==> src/hw/io_pkg.sv <==
package io_pkg;

  // Bus
  localparam int BUS_AW    = 16;
  localparam int REG_IDX_W = 2;  // Register index from adr_i[3:2]

  // Slot codes on adr_i[15:12]
  localparam logic [3:0] SEL_LOCAL = 4'h0;
  localparam logic [3:0] SEL_LEDSW = 4'h1;
  localparam logic [3:0] SEL_UART0 = 4'h2;
  localparam logic [3:0] SEL_UART1 = 4'h3;
  localparam logic [3:0] SEL_TIMER = 4'h8;

  // Local slot registers
  localparam logic [REG_IDX_W-1:0] REG_SEG = 2'd0;
  localparam logic [REG_IDX_W-1:0] REG_FAN = 2'd1;

  // UART registers
  localparam logic [REG_IDX_W-1:0] UART_REG_DATA   = 2'd0;
  localparam logic [REG_IDX_W-1:0] UART_REG_STATUS = 2'd1;

  // Timer registers
  localparam logic [REG_IDX_W-1:0] TMR_REG_COUNT0 = 2'd0;
  localparam logic [REG_IDX_W-1:0] TMR_REG_COUNT1 = 2'd1;
  localparam logic [REG_IDX_W-1:0] TMR_REG_CTRL   = 2'd2;

  // Fan word is {period - 1, duty}
  localparam logic [31:0] FAN_RESET = 32'h000F_0000;

  // Clocks per bit
  localparam int UART0_DIV = 16;
  localparam int UART1_DIV = 32;

  // Bus sequencer states
  localparam logic [1:0] ST_IDLE = 2'd0;
  localparam logic [1:0] ST_BUSY = 2'd1;
  localparam logic [1:0] ST_DONE = 2'd2;

endpackage

==> src/hw/fan_pwm.sv <==
`timescale 1ns/1ps

module fan_pwm (
  input  logic        clk_i,
  input  logic        rst_i,
  input  logic [31:0] speed_i,
  output logic        fan_o
);

  logic [15:0] cnt_q;

  always_ff @(posedge clk_i or posedge rst_i) begin
    if (rst_i) begin
      cnt_q <= '0;
      fan_o <= 1'b0;
    end else begin
      if (cnt_q >= speed_i[31:16]) cnt_q <= '0;  // Period minus one in upper half
      else cnt_q <= cnt_q + 16'd1;
      fan_o <= (cnt_q < speed_i[15:0]);
    end
  end

endmodule

==> src/hw/io_controller.sv <==
`timescale 1ns/1ps

module io_controller (
  input  logic                     clk_i,
  input  logic                     rst_i,
  input  logic                     cyc_i,
  input  logic                     stb_i,
  input  logic                     we_i,
  input  logic [3:0]               sel_i,
  input  logic [io_pkg::BUS_AW-1:0] adr_i,
  input  logic [31:0]              dat_i,
  output logic [31:0]              dat_o,
  output logic                     ack_o,
  output logic                     tx0_o,
  input  logic                     rx0_i,
  input  logic                     cts0_i,
  output logic                     rts0_o,
  output logic                     tx1_o,
  output logic                     fan_o,
  input  logic [15:0]              sw_i,
  output logic [8:0]               led_o,
  output logic [55:0]              hex_o,
  output logic [3:0]               interrupts_o
);
  import io_pkg::*;

  logic [1:0]           state_q, state_d;
  logic [31:0]          result_q, result_d;
  logic [31:0]          seg_q, seg_d;
  logic [31:0]          fan_q, fan_d;
  logic [8:0]           led_d;
  logic [31:0]          led_word;
  logic [3:0]           slot;
  logic [REG_IDX_W-1:0] reg_idx;

  logic        cyc_bus;
  logic        stb_uart0, stb_uart1, stb_timer;
  logic [31:0] uart0_dat, uart1_dat, timer_dat;
  logic        uart0_ack, uart1_ack, timer_ack;
  logic [1:0]  uart0_irq, timer_irq;

  function automatic logic [31:0] lane_merge(input logic [31:0] old_w,
                                             input logic [31:0] new_w,
                                             input logic [3:0]  sel);
    logic [31:0] res;
    res = old_w;
    for (int b = 0; b < 4; b++) begin
      if (sel[b]) res[8*b +: 8] = new_w[8*b +: 8];
    end
    return res;
  endfunction

  assign slot    = adr_i[15:12];
  assign reg_idx = adr_i[3:2];
  assign ack_o   = (state_q == ST_DONE);
  assign dat_o   = result_q;

  assign cyc_bus   = (state_q == ST_BUSY);  // Shared cyc to peripherals
  assign stb_uart0 = (slot == SEL_UART0);
  assign stb_uart1 = (slot == SEL_UART1);
  assign stb_timer = (slot == SEL_TIMER);

  assign interrupts_o = {timer_irq, uart0_irq};

  always_comb begin
    state_d  = state_q;
    result_d = result_q;
    seg_d    = seg_q;
    fan_d    = fan_q;
    led_d    = led_o;
    led_word = lane_merge({23'b0, led_o}, dat_i, sel_i);
    case (state_q)
      ST_IDLE: begin
        if (cyc_i && stb_i) state_d = ST_BUSY;
      end
      ST_BUSY: begin
        case (slot)
          SEL_LOCAL: begin
            if (we_i) begin
              if (reg_idx == REG_SEG) seg_d = lane_merge(seg_q, dat_i, sel_i);
              else if (reg_idx == REG_FAN) fan_d = lane_merge(fan_q, dat_i, sel_i);
            end else begin
              case (reg_idx)
                REG_SEG: result_d = seg_q;
                REG_FAN: result_d = fan_q;
                default: result_d = '0;
              endcase
            end
            state_d = ST_DONE;
          end
          SEL_LEDSW: begin
            if (we_i) led_d = led_word[8:0];
            else result_d = {16'h0000, sw_i};
            state_d = ST_DONE;
          end
          SEL_UART0: begin
            if (!we_i) result_d = uart0_dat;
            if (uart0_ack) state_d = ST_DONE;
          end
          SEL_UART1: begin
            if (!we_i) result_d = uart1_dat;
            if (uart1_ack) state_d = ST_DONE;
          end
          SEL_TIMER: begin
            if (!we_i) result_d = timer_dat;
            if (timer_ack) state_d = ST_DONE;
          end
          default: begin  // Unmapped slots
            if (!we_i) result_d = '0;
            state_d = ST_DONE;
          end
        endcase
      end
      ST_DONE: state_d = ST_IDLE;
      default: state_d = ST_IDLE;
    endcase
  end

  always_ff @(posedge clk_i or posedge rst_i) begin
    if (rst_i) begin
      state_q  <= ST_IDLE;
      result_q <= '0;
      seg_q    <= '0;
      fan_q    <= FAN_RESET;
      led_o    <= '0;
    end else begin
      state_q  <= state_d;
      result_q <= result_d;
      seg_q    <= seg_d;
      fan_q    <= fan_d;
      led_o    <= led_d;
    end
  end

  uart #(.DIV(UART0_DIV), .RX_EN(1'b1)) uart0 (
    .clk_i  (clk_i),
    .rst_i  (rst_i),
    .cyc_i  (cyc_bus),
    .stb_i  (stb_uart0),
    .we_i   (we_i),
    .adr_i  (reg_idx),
    .dat_i  (dat_i),
    .dat_o  (uart0_dat),
    .ack_o  (uart0_ack),
    .tx_o   (tx0_o),
    .rx_i   (rx0_i),
    .cts_i  (cts0_i),
    .rts_o  (rts0_o),
    .irq_o  (uart0_irq)
  );

  // Transmit only, always clear to send
  uart #(.DIV(UART1_DIV), .RX_EN(1'b0)) uart1 (
    .clk_i  (clk_i),
    .rst_i  (rst_i),
    .cyc_i  (cyc_bus),
    .stb_i  (stb_uart1),
    .we_i   (we_i),
    .adr_i  (reg_idx),
    .dat_i  (dat_i),
    .dat_o  (uart1_dat),
    .ack_o  (uart1_ack),
    .tx_o   (tx1_o),
    .rx_i   (1'b1),
    .cts_i  (1'b0),
    .rts_o  (),
    .irq_o  ()
  );

  timer_int timer0 (
    .clk_i  (clk_i),
    .rst_i  (rst_i),
    .cyc_i  (cyc_bus),
    .stb_i  (stb_timer),
    .we_i   (we_i),
    .adr_i  (reg_idx),
    .dat_i  (dat_i),
    .dat_o  (timer_dat),
    .ack_o  (timer_ack),
    .irq_o  (timer_irq)
  );

  fan_pwm fan0 (
    .clk_i   (clk_i),
    .rst_i   (rst_i),
    .speed_i (fan_q),
    .fan_o   (fan_o)
  );

  seg_digits seg0 (
    .value_i (seg_q),
    .hex_o   (hex_o)
  );

endmodule

==> src/hw/seg_digits.sv <==
`timescale 1ns/1ps

module seg_digits (
  input  logic [31:0] value_i,
  output logic [55:0] hex_o
);

  // Segments gfedcba, low lights
  function automatic logic [6:0] seg_of(input logic [3:0] nib);
    case (nib)
      4'h0:    seg_of = 7'h40;
      4'h1:    seg_of = 7'h79;
      4'h2:    seg_of = 7'h24;
      4'h3:    seg_of = 7'h30;
      4'h4:    seg_of = 7'h19;
      4'h5:    seg_of = 7'h12;
      4'h6:    seg_of = 7'h02;
      4'h7:    seg_of = 7'h78;
      4'h8:    seg_of = 7'h00;
      4'h9:    seg_of = 7'h10;
      4'hA:    seg_of = 7'h08;
      4'hB:    seg_of = 7'h03;
      4'hC:    seg_of = 7'h46;
      4'hD:    seg_of = 7'h21;
      4'hE:    seg_of = 7'h06;
      default: seg_of = 7'h0E;
    endcase
  endfunction

  for (genvar d = 0; d < 8; d++) begin : g_digit
    assign hex_o[7*d +: 7] = seg_of(value_i[4*d +: 4]);  // Digit 0 at the bottom
  end

endmodule

==> src/hw/timer_int.sv <==
`timescale 1ns/1ps

module timer_int (
  input  logic                        clk_i,
  input  logic                        rst_i,
  input  logic                        cyc_i,
  input  logic                        stb_i,
  input  logic                        we_i,
  input  logic [io_pkg::REG_IDX_W-1:0] adr_i,
  input  logic [31:0]                 dat_i,
  output logic [31:0]                 dat_o,
  output logic                        ack_o,
  output logic [1:0]                  irq_o
);
  import io_pkg::*;

  logic [31:0] reload_q [2];
  logic [31:0] count_q [2];
  logic [1:0]  en_q, flag_q;
  logic        access, wr_ctrl;

  assign access  = cyc_i & stb_i & ~ack_o;
  assign wr_ctrl = access & we_i & (adr_i == TMR_REG_CTRL);
  assign irq_o   = flag_q;

  always_ff @(posedge clk_i or posedge rst_i) begin
    if (rst_i) ack_o <= 1'b0;
    else ack_o <= cyc_i & stb_i;
  end

  always_ff @(posedge clk_i) begin
    if (access && we_i && adr_i == TMR_REG_COUNT0) reload_q[0] <= dat_i;
    if (access && we_i && adr_i == TMR_REG_COUNT1) reload_q[1] <= dat_i;
    if (access && !we_i) begin
      case (adr_i)
        TMR_REG_COUNT0: dat_o <= reload_q[0];
        TMR_REG_COUNT1: dat_o <= reload_q[1];
        TMR_REG_CTRL:   dat_o <= {22'b0, flag_q, 6'b0, en_q};
        default:        dat_o <= '0;
      endcase
    end
  end

  always_ff @(posedge clk_i or posedge rst_i) begin
    if (rst_i) begin
      en_q       <= '0;
      flag_q     <= '0;
      count_q[0] <= '0;
      count_q[1] <= '0;
    end else begin
      if (wr_ctrl) en_q <= dat_i[1:0];
      for (int i = 0; i < 2; i++) begin
        if (wr_ctrl && dat_i[i] && !en_q[i]) begin
          count_q[i] <= reload_q[i];  // Fresh start on enable
        end else if (en_q[i]) begin
          if (count_q[i] == '0) count_q[i] <= reload_q[i];
          else count_q[i] <= count_q[i] - 32'd1;
        end
        // Set wins over write-one-to-clear
        flag_q[i] <= (en_q[i] && count_q[i] == '0) ||
                     (flag_q[i] && !(wr_ctrl && dat_i[8+i]));
      end
    end
  end

endmodule

==> src/hw/uart.sv <==
`timescale 1ns/1ps

module uart #(
  parameter int DIV   = 16,
  parameter bit RX_EN = 1'b1
) (
  input  logic                        clk_i,
  input  logic                        rst_i,
  input  logic                        cyc_i,
  input  logic                        stb_i,
  input  logic                        we_i,
  input  logic [io_pkg::REG_IDX_W-1:0] adr_i,
  input  logic [31:0]                 dat_i,
  output logic [31:0]                 dat_o,
  output logic                        ack_o,
  output logic                        tx_o,
  input  logic                        rx_i,
  input  logic                        cts_i,
  output logic                        rts_o,
  output logic [1:0]                  irq_o
);
  import io_pkg::*;

  logic       access, wr_data, rd_data;
  logic [7:0] tx_data;
  logic       tx_pend, tx_active, tx_done, tx_busy;
  logic [9:0] tx_shift;
  logic [3:0] tx_bits;
  logic [15:0] tx_div;
  logic       rx_ready, rx_overrun;
  logic [7:0] rx_data;

  assign access  = cyc_i & stb_i & ~ack_o;  // First cycle of a transfer
  assign wr_data = access & we_i & (adr_i == UART_REG_DATA);
  assign rd_data = access & ~we_i & (adr_i == UART_REG_DATA);
  assign tx_busy = tx_pend | tx_active;
  assign tx_o    = tx_shift[0];
  assign irq_o   = {tx_done, rx_ready};

  always_ff @(posedge clk_i or posedge rst_i) begin
    if (rst_i) ack_o <= 1'b0;
    else ack_o <= cyc_i & stb_i;
  end

  always_ff @(posedge clk_i) begin
    if (access && !we_i) begin
      if (adr_i == UART_REG_STATUS) dat_o <= {29'b0, rx_overrun, tx_busy, rx_ready};
      else if (adr_i == UART_REG_DATA) dat_o <= {24'b0, rx_data};
      else dat_o <= '0;
    end
  end

  always_ff @(posedge clk_i) begin
    if (wr_data && !tx_busy) tx_data <= dat_i[7:0];
  end

  always_ff @(posedge clk_i or posedge rst_i) begin
    if (rst_i) begin
      tx_pend   <= 1'b0;
      tx_active <= 1'b0;
      tx_done   <= 1'b0;
      tx_shift  <= '1;  // Line idles high
      tx_bits   <= '0;
      tx_div    <= '0;
    end else begin
      if (wr_data && !tx_busy) begin
        tx_pend <= 1'b1;
        tx_done <= 1'b0;
      end else if (tx_pend && !cts_i) begin  // Start once clear to send
        tx_pend   <= 1'b0;
        tx_active <= 1'b1;
        tx_shift  <= {1'b1, tx_data, 1'b0};
        tx_bits   <= 4'd10;
        tx_div    <= 16'(DIV - 1);
      end else if (tx_active) begin
        if (tx_div == '0) begin
          tx_div   <= 16'(DIV - 1);
          tx_shift <= {1'b1, tx_shift[9:1]};
          tx_bits  <= tx_bits - 4'd1;
          if (tx_bits == 4'd1) begin  // End of stop bit
            tx_active <= 1'b0;
            tx_done   <= 1'b1;
          end
        end else begin
          tx_div <= tx_div - 16'd1;
        end
      end
    end
  end

  if (RX_EN) begin : g_rx
    logic        rx_s1, rx_s2, rx_active, rx_done, rx_tick;
    logic [3:0]  rx_bit;
    logic [15:0] rx_div;
    logic [7:0]  rx_shift;

    assign rx_tick = rx_active && (rx_div == '0);
    assign rx_done = rx_tick && (rx_bit == 4'd9) && rx_s2;

    always_ff @(posedge clk_i or posedge rst_i) begin
      if (rst_i) begin
        rx_s1      <= 1'b1;
        rx_s2      <= 1'b1;
        rx_active  <= 1'b0;
        rx_bit     <= '0;
        rx_div     <= '0;
        rx_ready   <= 1'b0;
        rx_overrun <= 1'b0;
      end else begin
        rx_s1 <= rx_i;
        rx_s2 <= rx_s1;
        if (!rx_active) begin
          if (!rx_s2) begin
            rx_active <= 1'b1;
            rx_bit    <= '0;
            rx_div    <= 16'(DIV / 2 - 1);  // Land in mid start bit
          end
        end else if (rx_div != '0) begin
          rx_div <= rx_div - 16'd1;
        end else begin
          rx_div <= 16'(DIV - 1);
          rx_bit <= rx_bit + 4'd1;
          if ((rx_bit == '0 && rx_s2) || rx_bit == 4'd9) rx_active <= 1'b0;
        end
        if (rx_done) begin
          rx_ready   <= 1'b1;
          rx_overrun <= rx_overrun | (rx_ready & ~rd_data);
        end else if (rd_data) begin
          rx_ready   <= 1'b0;
          rx_overrun <= 1'b0;
        end
      end
    end

    always_ff @(posedge clk_i) begin
      if (rx_tick && rx_bit >= 4'd1 && rx_bit <= 4'd8) rx_shift <= {rx_s2, rx_shift[7:1]};
      if (rx_done) rx_data <= rx_shift;
    end
  end else begin : g_no_rx
    assign rx_ready   = 1'b0;
    assign rx_overrun = 1'b0;
    assign rx_data    = '0;
  end

  // Not ready to take a byte while one is held
  always_ff @(posedge clk_i or posedge rst_i) begin
    if (rst_i) rts_o <= 1'b1;
    else rts_o <= rx_ready;
  end

endmodule

==> config.mk <==
export PLATFORM = sky130hd
export DESIGN_NAME = io_controller
export DESIGN_NICKNAME = d
export VERILOG_FILES = /design/src/hw/io_pkg.sv /design/src/hw/fan_pwm.sv /design/src/hw/io_controller.sv /design/src/hw/seg_digits.sv /design/src/hw/timer_int.sv /design/src/hw/uart.sv
export SDC_FILE = /design/constraint.sdc
export NUM_CORES = 1
export LEC_CHECK = 0
export ABC_AREA = 1
export BUFFER_PORTS_ARGS = -buffer_cell sky130_fd_sc_hd__buf_4
export CORE_ASPECT_RATIO = 1.1
export CORE_UTILIZATION = 55
export DETAILED_ROUTE_END_ITERATION = 8
export PLACE_DENSITY = 0.71
export SLEW_MARGIN = 20
export SYNTH_ARGS = -nofsm -noshare
export SYNTH_HDL_FRONTEND = slang
export SYNTH_HIERARCHICAL = 1
export SYNTH_SLANG_ARGS = --single-unit
==> constraint.sdc <==
create_clock -name clk_i -period 5.4 [get_ports clk_i]
set_input_delay 0.81 -clock clk_i [delete_from_list [all_inputs] [get_ports clk_i]]
set_output_delay 0.81 -clock clk_i [all_outputs]
set_load 0.02 [all_outputs]
==> qor.csv, run 1 <==
metric,value,unit
Worst R2R Start,state_q[1],
routed wire length,68900,um
Worst Max-Slew Pin Slew,1.08,ns
DR vias,22000,
Die Y,228,um
VDD IR max,0.000360,V
Filler cells,4094,
Ys Warns,6,
Clock Skew,0.0224,ns
final setup vio count,0,
WS Path Type,in -> reg,
Final period util,0.596,
fin nets,3627,
Leakage,0.0145,uW
P&R area growth vs syn,11.5,%
die width,208,um
Final Hold Vio Count,0,
relative slew slack,0.277,
Syn Std Cell Area,0.0256,mm2
cts bufs inserted,47,
H-tree lvl count,2,
fmax,0.311,GHz
max-cap violations,0,
clk slew on worst S/H paths,0.06,ns
largest net degree at the start of global routing,63,
Post-Synthesis Cells,3315,
CP max FO,38,
Reg-to-Reg End,timer0/count_q[18],
final setup TNS,0,ns
worst setup path startpoint,adr_i[13],
Max Slew Vio Count,0,
DR pass1 iterations,5,
fraction of layout cells with a size suffix above 1,0.143,
WL per Instance,16.9,um
die area,0.0473,mm2
CTS tree,yes,
initial antenna violation count,4,
reg2reg path depth,11,
post-route ant nets,0,
hold buffer count at CTS,0,
Max Buffers Root-to-Sink,3,
post-route minimum period,3.22,ns
Placed Cells,3989,
Critical Path End Type,register,
DRC viols,0,
run status,"finished, final reports clean",
Clock Latency Late Sink,0.61,ns
Arrival @ worst endpoint,3.75,ns
Vias/cell,5.39,
boundary pin count,181,
clk root buf,clkbuf_16,
total grt overflow,0,
Placer Congestion,0.912,
Initial Utilization,0.559,
final std cells w/o fill,4080,
initial DRC count,1877,
Resize count post-CTS,0,
clock sinks,421,
final HPWL from detailed placement,49200,um
setup bufs post-CTS,0,
Final Power,10700,uW
Syn Area/Cell,7.71,um2
WP data required,5.94,ns
GRT Overall Usage,0.291,
RSZ-0062 raised after global routing,no,
final instance area,0.0285,mm2
Pwr per Cell Area,377,mW/mm2
first-pass GRT wire length,110000,um
CP Launch Type,primary input,
row cnt,82,
Finished Core Util,0.623,
CORE AREA,0.0458,mm2
min-delay worst type,in -> reg,
I/O Buffers,170,
vias in the first global route,21000,
CP endpoint,timer0/count_q[18],
"reg-to-reg slack, setup",2.55,ns
dpl cell area,0.0269,mm2
-- stage by stage --
stage	hold slack (ns)	worst slack, ns
global placement	0.346	1.69
floorplan	0.345	1.27
detailed placement	0.348	1.61
CTS	0.282	2.24
global route	0.298	1.95
finish	0.309	2.18
-- layout by cell type (no fill, tap or decap), types with 11 or more instances in the layout --
| cell | n |
|---|---|
| inv_1 | 400 |
| dfstp_2 | 25 |
| clkbuf_16 | 51 |
| o22ai_1 | 35 |
| nand3_1 | 344 |
| nor2_2 | 41 |
| xnor2_1 | 11 |
| buf_4 | 189 |
| o21ai_0 | 131 |
| nand2_1 | 1046 |
| edfxtp_1 | 137 |
| conb_1 | 57 |
| a21oi_1 | 37 |
| nand2_2 | 62 |
| nor2_4 | 14 |
| inv_2 | 18 |
| xor2_1 | 37 |
| ha_1 | 102 |
| o21ai_2 | 23 |
| o21ai_1 | 33 |
| nor2_1 | 269 |
| nand4_1 | 40 |
| dfrtp_1 | 259 |
-- routing by layer --
metal,GRT usage,vias up,wire length (um)
met3,0.0498,113,5090
met4,0.106,0,1930
met1,0.384,10500,28900
met2,0.480,710,33000
li1,-,10700,-
met5,0,-,0
-- flip-flops by register name (all words and copies together) (netlist names), 8 cells and up --
name	count
timer0/dat_o	32
seg_q	32
fan_q	32
uart1/tx_shift	9
uart0/tx_shift	9
timer0/count_q	64
led_o	9
uart0/tx_div	16
uart0/tx_data	8
timer0/reload_q	64
uart1/tx_div	16
dat_o	32
fan0/cnt_q	16
uart1/tx_data	8
uart0/dat_o	8
uart0/rx_data	8
uart0/g_rx.rx_div	16
uart0/g_rx.rx_shift	8
-- critical path: stages --
cell and delay [ns]:
buf_4 0.13, nor2_2 0.09, buf_4 0.33, nand2_1 0.16, inv_1 0.20, nand2_1 0.18, nor3_4 0.29, nand2_1 0.11
inv_2 0.12, nand3_4 0.14, nand2_4 0.50, inv_2 0.35, nand2_1 0.15, nand3_1 0.07, nand2_1 0.09
-- worst min path at each step --
stage | to | from | cells after the start
3_5_place_dp | uart0/g_rx.rx_s2 | uart0/g_rx.rx_s1 | 0
4_1_cts | uart0/g_rx.rx_s1 | rx0_i | 1
3_3_place_gp | uart0/g_rx.rx_s2 | uart0/g_rx.rx_s1 | 0
6_report | uart0/g_rx.rx_s1 | rx0_i | 1
2_1_floorplan | uart0/g_rx.rx_s2 | uart0/g_rx.rx_s1 | 0
5_1_grt | uart0/g_rx.rx_s1 | rx0_i | 1
-- final cells by class --
| type | count | area [um2] | area share |
|---|---|---|---|
| clock inverter | 28 | 304 | 0.0107 |
| sequential | 421 | 11300 | 0.395 |
| multi-input combinational | 2367 | 11800 | 0.416 |
| inverter | 424 | 1600 | 0.0561 |
| clock buffer | 60 | 1340 | 0.0470 |
| timing repair buffer | 189 | 1420 | 0.0498 |
| tap | 588 | 736 | 0.0258 |
| antenna | 3 | 7.51 | 0.000263 |
-- report_power, final --
group          internal [uW]  total (uW)  switching [uW]
Combinational           1040        2840            1810
Sequential              3890        4490             596
Clock                   2010        3410            1400
Total                   6930       10700            3810
No activity file was read; power rests on OpenSTA's default activity.
==> run 2: changes to the inputs <==
--- a/config.mk
+++ b/config.mk
@@ -10,7 +10,7 @@
 export CORE_ASPECT_RATIO = 1.1
 export CORE_UTILIZATION = 55
 export DETAILED_ROUTE_END_ITERATION = 8
-export PLACE_DENSITY = 0.71
+export PLACE_DENSITY = 0.74
 export SLEW_MARGIN = 20
 export SYNTH_ARGS = -nofsm -noshare
 export SYNTH_HDL_FRONTEND = slang
==> constraint.sdc (replaced) <==
create_clock -name clk_i -period 2.69 [get_ports clk_i]
set_input_delay 0.4035 -clock clk_i [delete_from_list [all_inputs] [get_ports clk_i]]
set_output_delay 0.4035 -clock clk_i [all_outputs]
set_load 0.02 [all_outputs]
==> run 2 against run 1 <==
Net effect:
- global-route usage rose by 0.066 points
- via count increased by 0.17%
- critical path depth fell by 7
- critical path type is now reg -> out
- critical endpoint is now hex_o[17]
- highest routed layer unchanged
==> qor.csv, run 2 (synthesis gave the netlist of run 1 again) <==
metric,value,unit,change
run status,"finished, final reports clean",,
Clk pwr share,0.304,,-0.014
H-tree lvl count,2,,unchanged
Final Hold Vio Count,0,,unchanged
die width,208,um,unchanged
footprint of the multi-input gates,0.0119,mm2,about the same
combinational power share,0.272,,+0.007
initial antenna violation count,0,,-4
post-route minimum period,2.49,ns,
Clock Latency Late Sink,0.59,ns,-0.02 ns
routed wire length,68500,um,-0.55%
Placer Congestion,0.940,,+3.0%
clk slew on worst S/H paths,0.06,ns,about the same
Filler cells,3977,,-2.9%
Initial Utilization,0.559,,unchanged
GRT Overall Usage,0.292,,+0.000657
VDD IR max,0.000525,V,+46%
Worst Max-Slew Pin Slew,0.758,ns,-0.323 ns
first-pass GRT wire length,110000,um,+0.64%
relative slew slack,0.495,,+0.218
Final Power,21200,uW,+98%
CP max FO,8,,-79%
WP data required,2.29,ns,-3.65 ns
Clock Skew,0.0175,ns,-0.00493 ns
clock sinks,421,,unchanged
CORE AREA,0.0458,mm2,unchanged
Pwr per Cell Area,739,mW/mm2,+96%
Placed Cells,4013,,+0.60%
I/O Buffers,170,,unchanged
Leakage,0.0146,uW,+0.82%
post-route ant nets,0,,unchanged
PnR worst setup slack,0.202,ns,-1.98 ns
WL per Instance,16.7,um,-1.0%
Arrival @ worst endpoint,2.08,ns,-1.67 ns
Pint,13600,uW,+96%
CTS tree,yes,,
fin nets,3652,,+0.69%
ant diodes,0,,-3
RSZ-0062 raised after global routing,no,,
final HPWL from detailed placement,50000,um,+1.5%
Net Sw Frac,0.358,,+0.00345
fraction of layout cells with a size suffix above 1,0.149,,+0.00590
final setup TNS,0,ns,unchanged
max-cap violations,0,,unchanged
Hold Slack,0.0452,ns,-0.264 ns
DRC viols,0,,unchanged
Max Buffers Root-to-Sink,3,,unchanged
Critical Path End Type,output pin,,
vias in the first global route,21200,,+0.97%
WS Path Type,reg -> out,,
dpl ws,0.112,ns,-1.49 ns
initial DRC count,1727,,-8.0%
Flop pwr share,0.424,,+0.006
Final period util,0.925,,
die area,0.0473,mm2,unchanged
clk root buf,clkbuf_16,,
flip-flop and latch area,0.0113,mm2,unchanged
min-delay worst type,in -> reg,,
Die Y,228,um,unchanged
DR vias,22000,,+0.17%
"most common cell after layout, fill and taps aside",nand2_1,,
DR pass1 iterations,6,,+1
Regs by FF count,"timer0/count_q: 64 flops, timer0/reload_q: 64 flops",,
final std cells w/o fill,4100,,+0.49%
fmax,0.402,GHz,
row cnt,82,,unchanged
total grt overflow,0,,unchanged
Max Slew Vio Count,0,,unchanged
switching power,7600,uW,+99%
final setup vio count,0,,unchanged
cts bufs inserted,46,,-2.1%
CP Launch Type,register,,
P&R area growth vs syn,12.3,%,
largest net degree at the start of global routing,57,,-9.5%
Vias/cell,5.37,,-0.32%
"commonest cells after routing, fill and taps aside","1046 x nand2_1, 399 x inv_1, 344 x nand3_1",,
boundary pin count,181,,unchanged
-- run 2: cell types whose count changed in the layout (fill, tap and decap cells not counted), moves of 3 or more --
| cell | previous run | this run |
|---|---|---|
| buf_12 | 0 | 9 |
| buf_4 | 189 | 204 |
| clkbuf_16 | 51 | 47 |
| clkinv_1 | 6 | 3 |
| clkinv_2 | 8 | 11 |
| clkinv_4 | 2 | 7 |
| diode_2 | 3 | 0 |
-- run 2: layout make-up --
type | count | share of cell area
sequential | 421 | 0.392
inverter | 424 | 0.0558
clock buffer | 57 | 0.0433
tap | 588 | 0.0256
clock inverter | 28 | 0.00985
multi-input combinational | 2367 | 0.413
timing repair buffer | 215 | 0.0603
-- run 2: timing repair --
action	in CTS	in global routing
gates resized for setup	0	0
hold buffers	2	0
buffers inserted	0	0
hold endpoints to repair	31	0
-- run 2: worst max-delay path: stages, from the launching register on --
cell	delay, ns
dfrtp_1	0.50
inv_1	0.19
ha_1	0.35
inv_1	0.06
nand2_1	0.04
nand2_1	0.08
nand2_1	0.04
nand2_1	0.08
buf_4	0.14
-- run 2: metal layers --
layer,share of wire,wire length [um],GRT usage,up-vias
met3,0.072,4910,0.0485,126
li1,-,-,-,10700
met1,0.42,29100,0.385,10400
met2,0.47,32300,0.482,730
met5,0,0,0,-
met4,0.032,2220,0.108,0
-- run 2: power groups by stage --
stage	Combinational (uW)	Sequential, uW	Clock (uW)
after CTS	5760	8990	6540
final	5770	9010	6450
after global routing	6580	9170	6760
after global placement	5500	9030	0
after detailed placement	5710	9080	0
after floorplan	4370	8860	0
-- run 2: path summary, 6_finish.rpt --
check	cells after the start	slack, ns	start	endpoint
max	8	0.20	seg_q[8]	hex_o[17]
min	1	0.05	dat_i[14]	timer0/reload_q[0][14]
max reg2reg	11	0.49	state_q[1]	timer0/count_q[13]
min reg2reg	0	0.35	uart0/g_rx.rx_s1	uart0/g_rx.rx_s2
max in group asynchronous	4	1.44	rst_i	fan_q[19]
min in group asynchronous	3	0.34	rst_i	uart0/ack_o
-- run 2: metrics by stage --
stage	util	cell area, um2
global route	0.627	28700
detailed placement	0.593	27200
floorplan	-	25800
finish	0.627	28700
global placement	0.593	27200
CTS	0.627	28700
